**src/logic/c64_loader_pkg.sv**
```systemverilog
// C64 media loader shared definitions
// Bus widths, download index codes and the pointer walk states
`default_nettype none

package c64_loader_pkg;

	// ========================================
	// Bus widths
	// ========================================

	// Memory address, covers the whole SDRAM window
	localparam int MEM_ADDR_W = 25;

	// Byte address within a host download
	localparam int HOST_ADDR_W = 25;

	localparam int DATA_W = 8;

	// ========================================
	// Download index codes
	// ========================================

	// PRG index in the low six bits, top two bits must be clear
	localparam logic [5:0] IDX_PRG = 6'd4;

	// TAP uses the full index byte
	localparam logic [7:0] IDX_TAP = 8'd6;

	// ========================================
	// BASIC pointer walk
	// ========================================

	// Walk covers page zero and stops here
	localparam logic [8:0] PTR_PAGE_END = 9'h100;

	typedef enum logic [1:0] {
		IDLE,
		SCAN,
		WAIT_SLOT,
		DONE
	} ptr_init_state_e;

endpackage

`default_nettype wire

```
**src/logic/basic_ptr_init.sv**
```systemverilog
// BASIC pointer setup after a PRG load
// Walks page zero, writes the pointers a BASIC LOAD would leave, then starts
`timescale 1ns/1ps
`default_nettype none

module basic_ptr_init
	import c64_loader_pkg::*;
(
	input  logic                  clk_sys,
	input  logic                  reset_n,
	input  logic                  prg_done_i,
	input  logic [15:0]           prg_end_i,
	input  logic                  slot_busy_i,
	output logic                  pi_req_o,
	output logic [MEM_ADDR_W-1:0] pi_addr_o,
	output logic [DATA_W-1:0]     pi_data_o,
	output logic                  start_o
);

	ptr_init_state_e   state;
	logic [8:0]        walk_addr;
	logic [15:0]       end_addr;
	logic              walk_end;
	logic              ptr_hit;
	logic [DATA_W-1:0] ptr_byte;
	logic              step;

	assign walk_end = (walk_addr == PTR_PAGE_END);

	// Skipped addresses advance at once, pointer bytes wait for a free slot
	assign step = (state == SCAN) && !walk_end && (!ptr_hit || !slot_busy_i);

	// ========================================
	// Pointer table
	// ========================================

	always_comb begin
		ptr_hit  = 1'b1;
		ptr_byte = '0;
		case (walk_addr[7:0])
			// Start of BASIC text, as after reset
			8'h2B: ptr_byte = 8'h01;
			8'h2C: ptr_byte = 8'h08;
			// Save start left at zero
			8'hAC, 8'hAD: ptr_byte = 8'h00;
			// VAR, ARY, STR and load end all follow the program end
			8'h2D, 8'h2F, 8'h31, 8'hAE: ptr_byte = end_addr[7:0];
			8'h2E, 8'h30, 8'h32, 8'hAF: ptr_byte = end_addr[15:8];
			default: ptr_hit = 1'b0;
		endcase
	end

	// ========================================
	// Walk FSM
	// ========================================

	always_ff @(posedge clk_sys) begin
		if (!reset_n) begin
			state    <= IDLE;
			pi_req_o <= 1'b0;
			start_o  <= 1'b0;
		end else begin
			pi_req_o <= 1'b0;
			start_o  <= 1'b0;
			case (state)
				IDLE: begin
					if (prg_done_i)
						state <= SCAN;
				end
				SCAN: begin
					if (walk_end) begin
						start_o <= 1'b1;
						state   <= DONE;
					end else if (ptr_hit && !slot_busy_i) begin
						pi_req_o <= 1'b1;
						state    <= WAIT_SLOT;
					end
				end
				WAIT_SLOT: begin
					// Busy only shows up the cycle after the request
					if (!pi_req_o && !slot_busy_i)
						state <= SCAN;
				end
				DONE: state <= IDLE;
				default: state <= IDLE;
			endcase
		end
	end

	// Walk position and write payload
	always_ff @(posedge clk_sys) begin
		if ((state == IDLE) && prg_done_i) begin
			walk_addr <= '0;
			end_addr  <= prg_end_i;
		end else if (step) begin
			walk_addr <= walk_addr + 9'd1;
			pi_addr_o <= MEM_ADDR_W'(walk_addr[7:0]);
			pi_data_o <= ptr_byte;
		end
	end

	// ========================================
	// Checks
	// ========================================

	start_single_pulse: assert property (
		@(posedge clk_sys) disable iff (!reset_n)
		start_o |=> !start_o
	);

endmodule

`default_nettype wire

```
**src/logic/c64_loader_top.sv**
```systemverilog
// C64 media loader top level
// Connects the download decoder, the pointer walk and the I/O write slot
`timescale 1ns/1ps
`default_nettype none

module c64_loader_top
	import c64_loader_pkg::*;
#(
	parameter logic [MEM_ADDR_W-1:0] TAP_BASE = 25'h200000
) (
	input  logic                   clk_sys,
	input  logic                   reset_n,
	input  logic                   ioctl_download_i,
	input  logic [7:0]             ioctl_index_i,
	input  logic                   ioctl_wr_i,
	input  logic [HOST_ADDR_W-1:0] ioctl_addr_i,
	input  logic [DATA_W-1:0]      ioctl_data_i,
	input  logic                   io_cycle_i,
	output logic                   ioctl_wait_o,
	output logic                   mem_we_o,
	output logic [MEM_ADDR_W-1:0]  mem_addr_o,
	output logic [DATA_W-1:0]      mem_data_o,
	output logic                   start_o
);

	// Decoder requests
	wire                  dl_req;
	wire [MEM_ADDR_W-1:0] dl_addr;
	wire [DATA_W-1:0]     dl_data;

	// Pointer walk requests
	wire                  pi_req;
	wire [MEM_ADDR_W-1:0] pi_addr;
	wire [DATA_W-1:0]     pi_data;

	wire                  prg_done;
	wire [15:0]           prg_end;
	wire                  slot_busy;

	// Host is held off while the slot is full
	assign ioctl_wait_o = slot_busy;

	download_decoder #(
		.TAP_BASE(TAP_BASE)
	) download_decoder_i (
		.clk_sys(clk_sys),
		.reset_n(reset_n),
		.ioctl_download_i(ioctl_download_i),
		.ioctl_index_i(ioctl_index_i),
		.ioctl_wr_i(ioctl_wr_i),
		.ioctl_addr_i(ioctl_addr_i),
		.ioctl_data_i(ioctl_data_i),
		.dl_req_o(dl_req),
		.dl_addr_o(dl_addr),
		.dl_data_o(dl_data),
		.prg_done_o(prg_done),
		.prg_end_o(prg_end)
	);

	basic_ptr_init basic_ptr_init_i (
		.clk_sys(clk_sys),
		.reset_n(reset_n),
		.prg_done_i(prg_done),
		.prg_end_i(prg_end),
		.slot_busy_i(slot_busy),
		.pi_req_o(pi_req),
		.pi_addr_o(pi_addr),
		.pi_data_o(pi_data),
		.start_o(start_o)
	);

	io_slot_writer io_slot_writer_i (
		.clk_sys(clk_sys),
		.reset_n(reset_n),
		.dl_req_i(dl_req),
		.dl_addr_i(dl_addr),
		.dl_data_i(dl_data),
		.pi_req_i(pi_req),
		.pi_addr_i(pi_addr),
		.pi_data_i(pi_data),
		.io_cycle_i(io_cycle_i),
		.slot_busy_o(slot_busy),
		.mem_we_o(mem_we_o),
		.mem_addr_o(mem_addr_o),
		.mem_data_o(mem_data_o)
	);

endmodule

`default_nettype wire

```
**src/logic/download_decoder.sv**
```systemverilog
// Host download decoder
// Turns PRG and TAP bytes into memory write requests and tracks the PRG end
`timescale 1ns/1ps
`default_nettype none

module download_decoder
	import c64_loader_pkg::*;
#(
	parameter logic [MEM_ADDR_W-1:0] TAP_BASE = 25'h200000
) (
	input  logic                   clk_sys,
	input  logic                   reset_n,
	input  logic                   ioctl_download_i,
	input  logic [7:0]             ioctl_index_i,
	input  logic                   ioctl_wr_i,
	input  logic [HOST_ADDR_W-1:0] ioctl_addr_i,
	input  logic [DATA_W-1:0]      ioctl_data_i,
	output logic                   dl_req_o,
	output logic [MEM_ADDR_W-1:0]  dl_addr_o,
	output logic [DATA_W-1:0]      dl_data_o,
	output logic                   prg_done_o,
	output logic [15:0]            prg_end_o
);

	logic                  is_prg;
	logic                  is_tap;
	logic                  host_wr;
	logic                  hdr_lo;
	logic                  hdr_hi;
	logic                  old_download;
	logic [MEM_ADDR_W-1:0] load_addr;

	// ========================================
	// Index and header decode
	// ========================================

	assign is_prg  = (ioctl_index_i[7:6] == 2'b00) && (ioctl_index_i[5:0] == IDX_PRG);
	assign is_tap  = (ioctl_index_i == IDX_TAP);
	assign host_wr = ioctl_wr_i && ioctl_download_i;

	// First two PRG bytes carry the load address
	assign hdr_lo = (ioctl_addr_i == '0);
	assign hdr_hi = (ioctl_addr_i == HOST_ADDR_W'(1));

	// ========================================
	// Request strobe and end of PRG
	// ========================================

	always_ff @(posedge clk_sys) begin
		if (!reset_n) begin
			old_download <= 1'b0;
			dl_req_o     <= 1'b0;
			prg_done_o   <= 1'b0;
		end else begin
			old_download <= ioctl_download_i;

			// Header bytes of a PRG never reach memory
			dl_req_o <= host_wr && ((is_prg && !hdr_lo && !hdr_hi) || is_tap);

			// Download dropped while a PRG was selected
			prg_done_o <= old_download && !ioctl_download_i && is_prg;
		end
	end

	// ========================================
	// Running address and write payload
	// ========================================

	always_ff @(posedge clk_sys) begin
		if (host_wr && is_prg) begin
			if (hdr_lo) begin
				load_addr      <= MEM_ADDR_W'(ioctl_data_i);
				prg_end_o[7:0] <= ioctl_data_i;
			end else if (hdr_hi) begin
				load_addr[15:8] <= ioctl_data_i;
				prg_end_o[15:8] <= ioctl_data_i;
			end else begin
				dl_addr_o <= load_addr;
				dl_data_o <= ioctl_data_i;
				load_addr <= load_addr + MEM_ADDR_W'(1);
				prg_end_o <= prg_end_o + 16'd1;
			end
		end else if (host_wr && is_tap) begin
			dl_data_o <= ioctl_data_i;
			if (hdr_lo) begin
				// Tape image always starts at the base of its region
				dl_addr_o <= TAP_BASE;
				load_addr <= TAP_BASE + MEM_ADDR_W'(1);
			end else begin
				dl_addr_o <= load_addr;
				load_addr <= load_addr + MEM_ADDR_W'(1);
			end
		end
	end

endmodule

`default_nettype wire

```
**src/logic/io_slot_writer.sv**
```systemverilog
// One-entry memory write slot
// Holds one request from either source and writes it in the next I/O cycle
`timescale 1ns/1ps
`default_nettype none

module io_slot_writer
	import c64_loader_pkg::*;
(
	input  logic                  clk_sys,
	input  logic                  reset_n,
	input  logic                  dl_req_i,
	input  logic [MEM_ADDR_W-1:0] dl_addr_i,
	input  logic [DATA_W-1:0]     dl_data_i,
	input  logic                  pi_req_i,
	input  logic [MEM_ADDR_W-1:0] pi_addr_i,
	input  logic [DATA_W-1:0]     pi_data_i,
	input  logic                  io_cycle_i,
	output logic                  slot_busy_o,
	output logic                  mem_we_o,
	output logic [MEM_ADDR_W-1:0] mem_addr_o,
	output logic [DATA_W-1:0]     mem_data_o
);

	logic                  pend;
	logic                  io_cycle_d;
	logic                  slot_edge;
	logic                  slot_done;
	logic                  fire;
	logic [MEM_ADDR_W-1:0] hold_addr;
	logic [DATA_W-1:0]     hold_data;

	// ========================================
	// I/O cycle edges
	// ========================================

	// Slot opens when the memory hands the cycle over
	assign slot_edge = !io_cycle_i && io_cycle_d;

	// Two high cycles in a row close the write
	assign slot_done = io_cycle_i && io_cycle_d;

	assign fire = slot_edge && pend;

	// Busy from acceptance until the write is closed
	assign slot_busy_o = pend || mem_we_o;

	// ========================================
	// Slot control
	// ========================================

	always_ff @(posedge clk_sys) begin
		if (!reset_n) begin
			io_cycle_d <= 1'b0;
			pend       <= 1'b0;
			mem_we_o   <= 1'b0;
		end else begin
			io_cycle_d <= io_cycle_i;

			if (dl_req_i || pi_req_i)
				pend <= 1'b1;
			else if (fire)
				pend <= 1'b0;

			if (fire)
				mem_we_o <= 1'b1;
			else if (slot_done)
				mem_we_o <= 1'b0;
		end
	end

	// ========================================
	// Holding register and memory port
	// ========================================

	always_ff @(posedge clk_sys) begin
		if (dl_req_i) begin
			hold_addr <= dl_addr_i;
			hold_data <= dl_data_i;
		end else if (pi_req_i) begin
			hold_addr <= pi_addr_i;
			hold_data <= pi_data_i;
		end

		if (fire) begin
			mem_addr_o <= hold_addr;
			mem_data_o <= hold_data;
		end
	end

	// ========================================
	// Checks
	// ========================================

	// Sources must respect the busy level or a byte would be lost
	req_while_busy: assert property (
		@(posedge clk_sys) disable iff (!reset_n)
		(dl_req_i || pi_req_i) |-> !slot_busy_o
	);

	// Host download and pointer walk never overlap
	req_collision: assert property (
		@(posedge clk_sys) disable iff (!reset_n)
		!(dl_req_i && pi_req_i)
	);

endmodule

`default_nettype wire

```
**config.mk**
```make
export PLATFORM = sky130hd
export DESIGN_NAME = c64_loader_top
export DESIGN_NICKNAME = d
export VERILOG_FILES = /design/src/logic/c64_loader_pkg.sv /design/src/logic/basic_ptr_init.sv /design/src/logic/c64_loader_top.sv /design/src/logic/download_decoder.sv /design/src/logic/io_slot_writer.sv
export SDC_FILE = /design/constraint.sdc
export NUM_CORES = 1
export LEC_CHECK = 0
export BUFFER_PORTS_ARGS = -buffer_cell sky130_fd_sc_hd__buf_2
export CAP_MARGIN = 0
export CORE_MARGIN = 2
export CORE_UTILIZATION = 53
export DETAILED_ROUTE_END_ITERATION = 8
export GPL_ROUTABILITY_DRIVEN = 0
export PLACE_DENSITY = 0.75
export SLEW_MARGIN = 20
export SYNTH_ARGS = -nofsm -noshare
export SYNTH_HDL_FRONTEND = slang
export SYNTH_HIERARCHICAL = 1
export SYNTH_SLANG_ARGS = --single-unit
```
**constraint.sdc**
```tcl
create_clock -name clk_sys -period 3 [get_ports clk_sys]
set_input_delay 0.6 -clock clk_sys [delete_from_list [all_inputs] [get_ports clk_sys]]
set_output_delay 0.6 -clock clk_sys [all_outputs]
set_load 0.02 [all_outputs]
```
==> flow_metrics.env, run 1 <==
export IMPL_path_clk_slew_ns=0.07
export IMPL_crit_end="basic_ptr_init_i/pi_addr_o[7]"
export IMPL_cp_top_family="compound AO/OA/AOI/OAI gates"
export IMPL_die_w_um=131.2
export IMPL_cts_buffer_depth=2
export IMPL_slowest_delay_ns=0.44
export IMPL_crit_chain="inv_1, ha_1, or4b_1, o22ai_1, a41o_1, o31ai_4, and2_4"
export IMPL_antenna_found_initial=0
export IMPL_core_area_um2=15830
export IMPL_synth_area_um2=8576
export IMPL_slew_viol_final=0
export IMPL_cap_violations=0
export IMPL_synth_edf_count=172
export IMPL_synth_avg_cell_area_um2=14.10
export IMPL_setup_ws_ns=0.4765
export IMPL_slew_headroom_pct=43.34
export IMPL_max_freq_mhz=396.3
export IMPL_worstPathMaxFanout=18
export IMPL_dp_final_hpwl_um=10730
export IMPL_worstMarginPinSlew_ns=0.8489
export IMPL_ys_flop_type="edfxtp_1"
export IMPL_cts_sinks=191
export IMPL_cts_hold_buf=0
export IMPL_status="finished, final reports clean"
export IMPL_hp_class="in -> reg"
export IMPL_port_buffers=81
export IMPL_setup_violations=0
export IMPL_htreeDepth=4
export IMPL_final_antenna_net_count=0
export IMPL_path_buf_inv=1
export IMPL_r2r_end="basic_ptr_init_i/pi_addr_o[7]"
export IMPL_worstPathRequired_ns=3.11
export IMPL_grt_max_degree=35
export IMPL_core_rowCount=46
export IMPL_layout_nets=747
export IMPL_overflow=0
export IMPL_grt_pass1_vias=5012
export IMPL_worstRegToRegCells=7
export IMPL_postCtsResizedCells=0
export IMPL_hold_viol=0
export IMPL_initial_utilization_pct=54.18
export IMPL_yosysWarnings=6
export IMPL_n_antenna_cell=0
export IMPL_worstSetupPathType="reg -> reg"
export IMPL_final_layout_size_suffix_gt1_share_pct=27.72
export IMPL_synth_cells=608
export IMPL_post_route_util_pct=61.04
export IMPL_worstSetupStartpointType="flop"
export IMPL_p_leak_uw=0.003323
export IMPL_pre_cts_ws_ns=0.4506
export IMPL_drc_errors=0
export IMPL_die_h_um=131.2
export IMPL_cts_tree="yes"
export IMPL_r2r_start="basic_ptr_init_i/walk_addr[0]"
export IMPL_ys_seq_elements=191
export IMPL_min_period_over_period_pct=84.12
export IMPL_ir_worst_vdd_mv=0.4529
export IMPL_clk_latency_ns=0.43
export IMPL_root_buffer="clkbuf_16"
export IMPL_post_route_min_period_ns=2.523
export IMPL_postCtsSetupRepairBufs=0
export IMPL_p_per_area_nw_per_um2=540.6
export IMPL_areaGrowthSynthToFinish_pct=12.66
export IMPL_drtIter0Drc=426
export IMPL_boundaryPins=82
export IMPL_synth_async_reset_ratio_pct=0
export IMPL_num_vias=5052
export IMPL_rsz0062_at_grt="false"
export IMPL_finalSetupTns_ns=0
export IMPL_globalRouteTotalUtil_pct=18.53
export IMPL_wl_per_cell_um=16.54
export IMPL_synth_yosys_seq_area_share_pct=64.66
export IMPL_finClkSkew_ns=0.008935
export IMPL_die_area_um2=17210
export IMPL_startpoint="basic_ptr_init_i/walk_addr[0]"
export IMPL_critPathCaptureType="flop"
export IMPL_wl_um=15270
export IMPL_worst_path_stages=7
export IMPL_cts_made_buffers=17
export IMPL_dr_pass1_iters=4
export IMPL_avgViaCountPerCell=5.473
export IMPL_grt_pass1_wl_um=25170
export IMPL_cp_arrival_ns=2.63
export IMPL_ff2ff_setup_slack_ns=0.48
export IMPL_yosys_cell_types_count=65
export IMPL_slowest_stage="dfxtp_1"
-- state kept, by name (all words and copies together), names as in the netlist, 2 cells and up --
register and flops:
basic_ptr_init_i/end_addr 16, io_slot_writer_i/hold_addr 25, io_slot_writer_i/mem_addr_o 25, basic_ptr_init_i/walk_addr 9, basic_ptr_init_i/pi_data_o 8, io_slot_writer_i/mem_data_o 8, io_slot_writer_i/hold_data 8, basic_ptr_init_i/pi_addr_o 8
basic_ptr_init_i/state 2, download_decoder_i/load_addr 25, download_decoder_i/prg_end_o 16, download_decoder_i/dl_addr_o 25, download_decoder_i/dl_data_o 8
-- placed cells by master (no fill, tap or decap), drive strengths merged, types with 2 or more instances in the layout --
| cell type | count |
|---|---|
| clkinv | 2 |
| nand3b | 2 |
| nor3 | 15 |
| or2 | 2 |
| a21oi | 17 |
| o2bb2ai | 2 |
| o31ai | 2 |
| nand4 | 16 |
| clkbuf | 17 |
| clkinvlp | 5 |
| nand3 | 30 |
| xor2 | 12 |
| ha | 6 |
| nor4 | 13 |
| conb | 17 |
| and2 | 33 |
| a31o | 9 |
| edfxtp | 172 |
| a41o | 2 |
| mux2i | 5 |
| mux2 | 37 |
| nand2b | 2 |
| inv | 19 |
| a22o | 7 |
| xnor2 | 24 |
| nor2b | 5 |
| buf | 89 |
| and4 | 5 |
| dfxtp | 19 |
| or3b | 2 |
| nor4b | 3 |
| nand2 | 39 |
| and3 | 8 |
| or3 | 4 |
| bufinv | 2 |
| o21ai | 25 |
| nor2 | 29 |
-- synthesized netlist by cell type, types with 3 or more instances --
library cell  number  area, µm²
nor4_1            10      62.56
and4_1             4      35.03
buf_12             3      60.06
buf_4             18      135.1
a21oi_1           17      85.08
mux2i_1            5      50.05
or3_1              4      25.02
and3_1             6      37.54
nand4_1           15      93.84
xnor2_1           24      210.2
buf_2              8      40.04
xor2_1            12      105.1
dfxtp_1           19      380.4
nor3_1            12      60.06
nor2b_1            5      31.28
mux2_4            30      450.4
o21ai_0           24      120.1
mux2_2             7      78.83
a31o_2             8      70.07
a22o_2             6      60.06
nand2_1           38      142.6
clkbuf_1           4      15.01
edfxtp_1         172       5165
and2_1            31      193.9
nand3_1           30      150.1
nor2_1            28      105.1
inv_1             14      52.55
buf_6              3      33.78
ha_1               6      75.07
-- through the flow --
step	hold slack (ns)	instance area, µm²	cells	total power [µW]
after floorplan	0.4003	8638	624	3019
final	0.4019	9662	923	5223
after CTS	0.3894	9662	923	5253
after global placement	0.4025	9079	892	3061
after global routing	0.4135	9662	923	5381
after detailed placement	0.4045	9079	892	3067
-- layer usage --
| layer | share of wire, % | track usage [%] | up-vias |
|---|---|---|---|
| met1 | 45 | 25.31 | 2440 |
| li1 | - | - | 2423 |
| met5 | 0 | 0 | - |
| met4 | 1.4 | 6.461 | 0 |
| met2 | 48 | 29.42 | 170 |
| met3 | 6.1 | 4.282 | 19 |
-- worst reg2reg max path, stage by stage, from the launching register on --
cell,delay (ns)
dfxtp_1,0.44
inv_1,0.14
ha_1,0.24
or4b_1,0.18
o22ai_1,0.08
a41o_1,0.39
o31ai_4,0.37
and2_4,0.37
-- cell type report --
class	instances	area, µm²
clock buffers	17	425.4
inverters	14	52.55
repair buffers	89	465.4
fillers	1206	6166
multi-input cells	382	2744
clock inverters	14	157.7
well taps	216	270.3
flip-flops and latches	191	5547
-- cell families (layout without fill, tap and decap cells) --
family | Yosys count | count (layout) | share of synthesized area, %
and+or+nand+nor | 212 | 212 | 14.28
buffers and inverters | 51 | 134 | 4.100
muxes | 42 | 42 | 6.755
AOI/OAI and AO/OA | 69 | 69 | 5.603
DFF | 191 | 191 | 64.66
adders and majority gates | 6 | 6 | 0.8754
xor gates and xnor gates | 36 | 36 | 3.677
other | 1 | 17 | 0.04373
-- how the worst min path moves through the flow --
stage,slack [ns],from,end,cells after the start
after floorplan,0.40,io_slot_writer_i/hold_addr[0],io_slot_writer_i/mem_addr_o[0],0
after global placement,0.40,io_slot_writer_i/hold_data[2],io_slot_writer_i/mem_data_o[2],0
after detailed placement,0.40,io_slot_writer_i/hold_addr[4],io_slot_writer_i/mem_addr_o[4],0
after CTS,0.39,io_cycle_i,io_slot_writer_i/mem_we_o,2
after global routing,0.41,io_cycle_i,io_slot_writer_i/mem_we_o,2
final,0.40,io_cycle_i,io_slot_writer_i/mem_we_o,2
-- where the power goes --
| part | total [µW] | internal, µW | switching [µW] |
|---|---|---|---|
| Clock | 2210 | 1240 | 974 |
| Sequential | 2880 | 2870 | 11.8 |
| Combinational | 130 | 61.0 | 68.9 |
Note: power is estimated with default switching activity, not from simulation.
==> run 2, diff against run 1 <==
CORE_UTILIZATION = 59   (was 53)
PLACE_DENSITY = 0.79   (was 0.75)
clock period = 2.5 ns   (was 3 ns; I/O delays follow)
==> run 2 against run 1 <==
  * Global-route usage grew 2.1 points
  * Final cell count fell by 3.0%
  * Via count up 1.3%
  * Core utilization is 5.9 points higher
  * Clock power is 15% higher
  * Critical path depth did not move
  * Critical path type unchanged
  * Critical endpoint is now basic_ptr_init_i/pi_data_o[7]
  * Largest cell class unchanged
  * Largest power group unchanged
==> flow_metrics.env, run 2 (synthesis results as in run 1) <==
export IMPL_status="finished, final reports clean"
export IMPL_antenna_found_initial=0
export IMPL_path_buf_inv=1
export IMPL_worstMarginPinSlew_ns=0.7247
export IMPL_htreeDepth=4
export IMPL_pre_cts_ws_ns=0.09452
export IMPL_setup_ws_ns=0.1083
export IMPL_die_area_um2=15520
export IMPL_clk_latency_ns=0.43
export IMPL_dr_pass1_iters=7
export IMPL_cp_top_family="compound AO/OA/AOI/OAI gates"
export IMPL_root_buffer="clkbuf_16"
export IMPL_n_antenna_cell=0
export IMPL_layoutNonFillerInstCount=895
export IMPL_cap_violations=0
export IMPL_core_rowCount=44
export IMPL_drc_errors=0
export IMPL_worstRegToRegCells=7
export IMPL_cts_sinks=191
export IMPL_setup_violations=0
export IMPL_final_cell_mix="edfxtp_1 (172), buf_2 (81), nand2_1 (38)"
export IMPL_min_period_over_period_pct=95.67
export IMPL_drtIter0Drc=560
export IMPL_boundaryPins=82
export IMPL_cts_made_buffers=17
export IMPL_p_comb_share_pct=2.6
export IMPL_grt_pass1_vias=4898
export IMPL_nFillCells=974
export IMPL_cp_arrival_ns=2.53
export IMPL_layout_nets=751
export IMPL_core_area_um2=14370
export IMPL_cts_buffer_depth=2
export IMPL_p_per_area_nw_per_um2=639.7
export IMPL_die_h_um=124.6
export IMPL_slowest_stage="dfxtp_1"
export IMPL_grt_max_degree=35
export IMPL_slowest_delay_ns=0.42
export IMPL_numPlacedInstances=863
export IMPL_finalSetupTns_ns=0
export IMPL_globalRouteTotalUtil_pct=20.60
export IMPL_cts_tree="yes"
export IMPL_p_sw_share_pct=20.47
export IMPL_grt_pass1_wl_um=24810
export IMPL_hold_viol=0
export IMPL_finClkSkew_ns=0.01113
export IMPL_holdPathStages=2
export IMPL_mostFrequentLayoutCell="edfxtp_1"
export IMPL_initial_utilization_pct=59.68
export IMPL_max_freq_mhz=418.1
export IMPL_dp_final_hpwl_um=10960
export IMPL_avgViaCountPerCell=5.721
export IMPL_worstSetupStartpointType="flop"
export IMPL_stdcell_area_um2=9625
export IMPL_wl_um=15610
export IMPL_dpl_cell_area_um2=9061
export IMPL_critPathCaptureType="flop"
export IMPL_worstPathRequired_ns=2.63
export IMPL_power_share_clock_pct=41.2
export IMPL_internal_power_uw=4897
export IMPL_slew_headroom_pct=51.51
export IMPL_p_switching_uw=1260
export IMPL_worst_path_stages=7
export IMPL_areaGrowthSynthToFinish_pct=12.24
export IMPL_hp_class="in -> reg"
export IMPL_port_buffers=81
export IMPL_overflow=0
export IMPL_cts_hold_buf=0
export IMPL_worstSetupPathType="reg -> reg"
export IMPL_path_clk_slew_ns=0.07
export IMPL_slew_viol_final=0
export IMPL_seqPwrFrac_pct=56.2
export IMPL_die_w_um=124.6
export IMPL_postCtsSetupRepairBufs=0
export IMPL_final_layout_size_suffix_gt1_share_pct=27.99
export IMPL_regArea_um2=5547
export IMPL_p_leak_uw=0.003334
export IMPL_worstPathMaxFanout=10
export IMPL_num_vias=5120
export IMPL_total_power_uw=6157
export IMPL_crit_chain="inv_1, ha_1, nor3_1, nor4_1, a41o_2, o31ai_4, and2_4"
export IMPL_wl_per_cell_um=17.44
export IMPL_final_antenna_net_count=0
export IMPL_ir_worst_vdd_mv=0.4941
export IMPL_multi_input_area_um2=2753
export IMPL_post_route_min_period_ns=2.392
[run 2: power groups by stage]
| stage | logic [µW] | clock network [µW] | registers (µW) |
|---|---|---|---|
| global placement | 146 | 0 | 3530 |
| finish | 158 | 2540 | 3460 |
| CTS | 154 | 2590 | 3460 |
| global route | 171 | 2710 | 3460 |
| detailed placement | 154 | 0 | 3530 |
| floorplan | 98.8 | 0 | 3520 |
[run 2: worst paths after layout]
| kind | start | endpoint | slack (ns) |
|---|---|---|---|
| max | basic_ptr_init_i/walk_addr[1] | basic_ptr_init_i/pi_data_o[7] | 0.11 |
| min reg2reg | io_slot_writer_i/hold_addr[4] | io_slot_writer_i/mem_addr_o[4] | 0.42 |
| min | io_cycle_i | io_slot_writer_i/mem_we_o | 0.29 |
| max reg2reg | basic_ptr_init_i/walk_addr[1] | basic_ptr_init_i/pi_data_o[7] | 0.11 |
[run 2: repair_timing]
item / 4_1_cts / 5_1_grt
endpoints found under the hold margin: 0 / 0
gates resized for setup: 0 / 1
endpoints found under the setup margin: 0 / 16
[run 2: area by class of cell]
| class | instances | area share, % |
|---|---|---|
| clock buffers | 17 | 4.420 |
| clock inverters | 14 | 1.352 |
| inverters | 14 | 0.5460 |
| multi-input cells | 383 | 28.60 |
| flip-flops and latches | 191 | 57.62 |
| well taps | 184 | 2.392 |
| repair buffers | 92 | 5.070 |
[run 2: metal layers]
layer  GRT usage [%]  up-vias  share of wire (%)
met2           32.69      241                 48
met4           7.403        0                2.1
met1           27.52     2415                 42
met5               0        -                  0
li1                -     2436                  -
met3           5.756       28                8.3
[run 2: per-stage QoR]
stage                     utilization, %  hold slack [ns]
after floorplan                        -           0.4003
after global placement             63.06           0.4013
after detailed placement           63.06           0.4045
after CTS                          66.93           0.2810
after global routing               66.99           0.2999
final                              66.99           0.2920
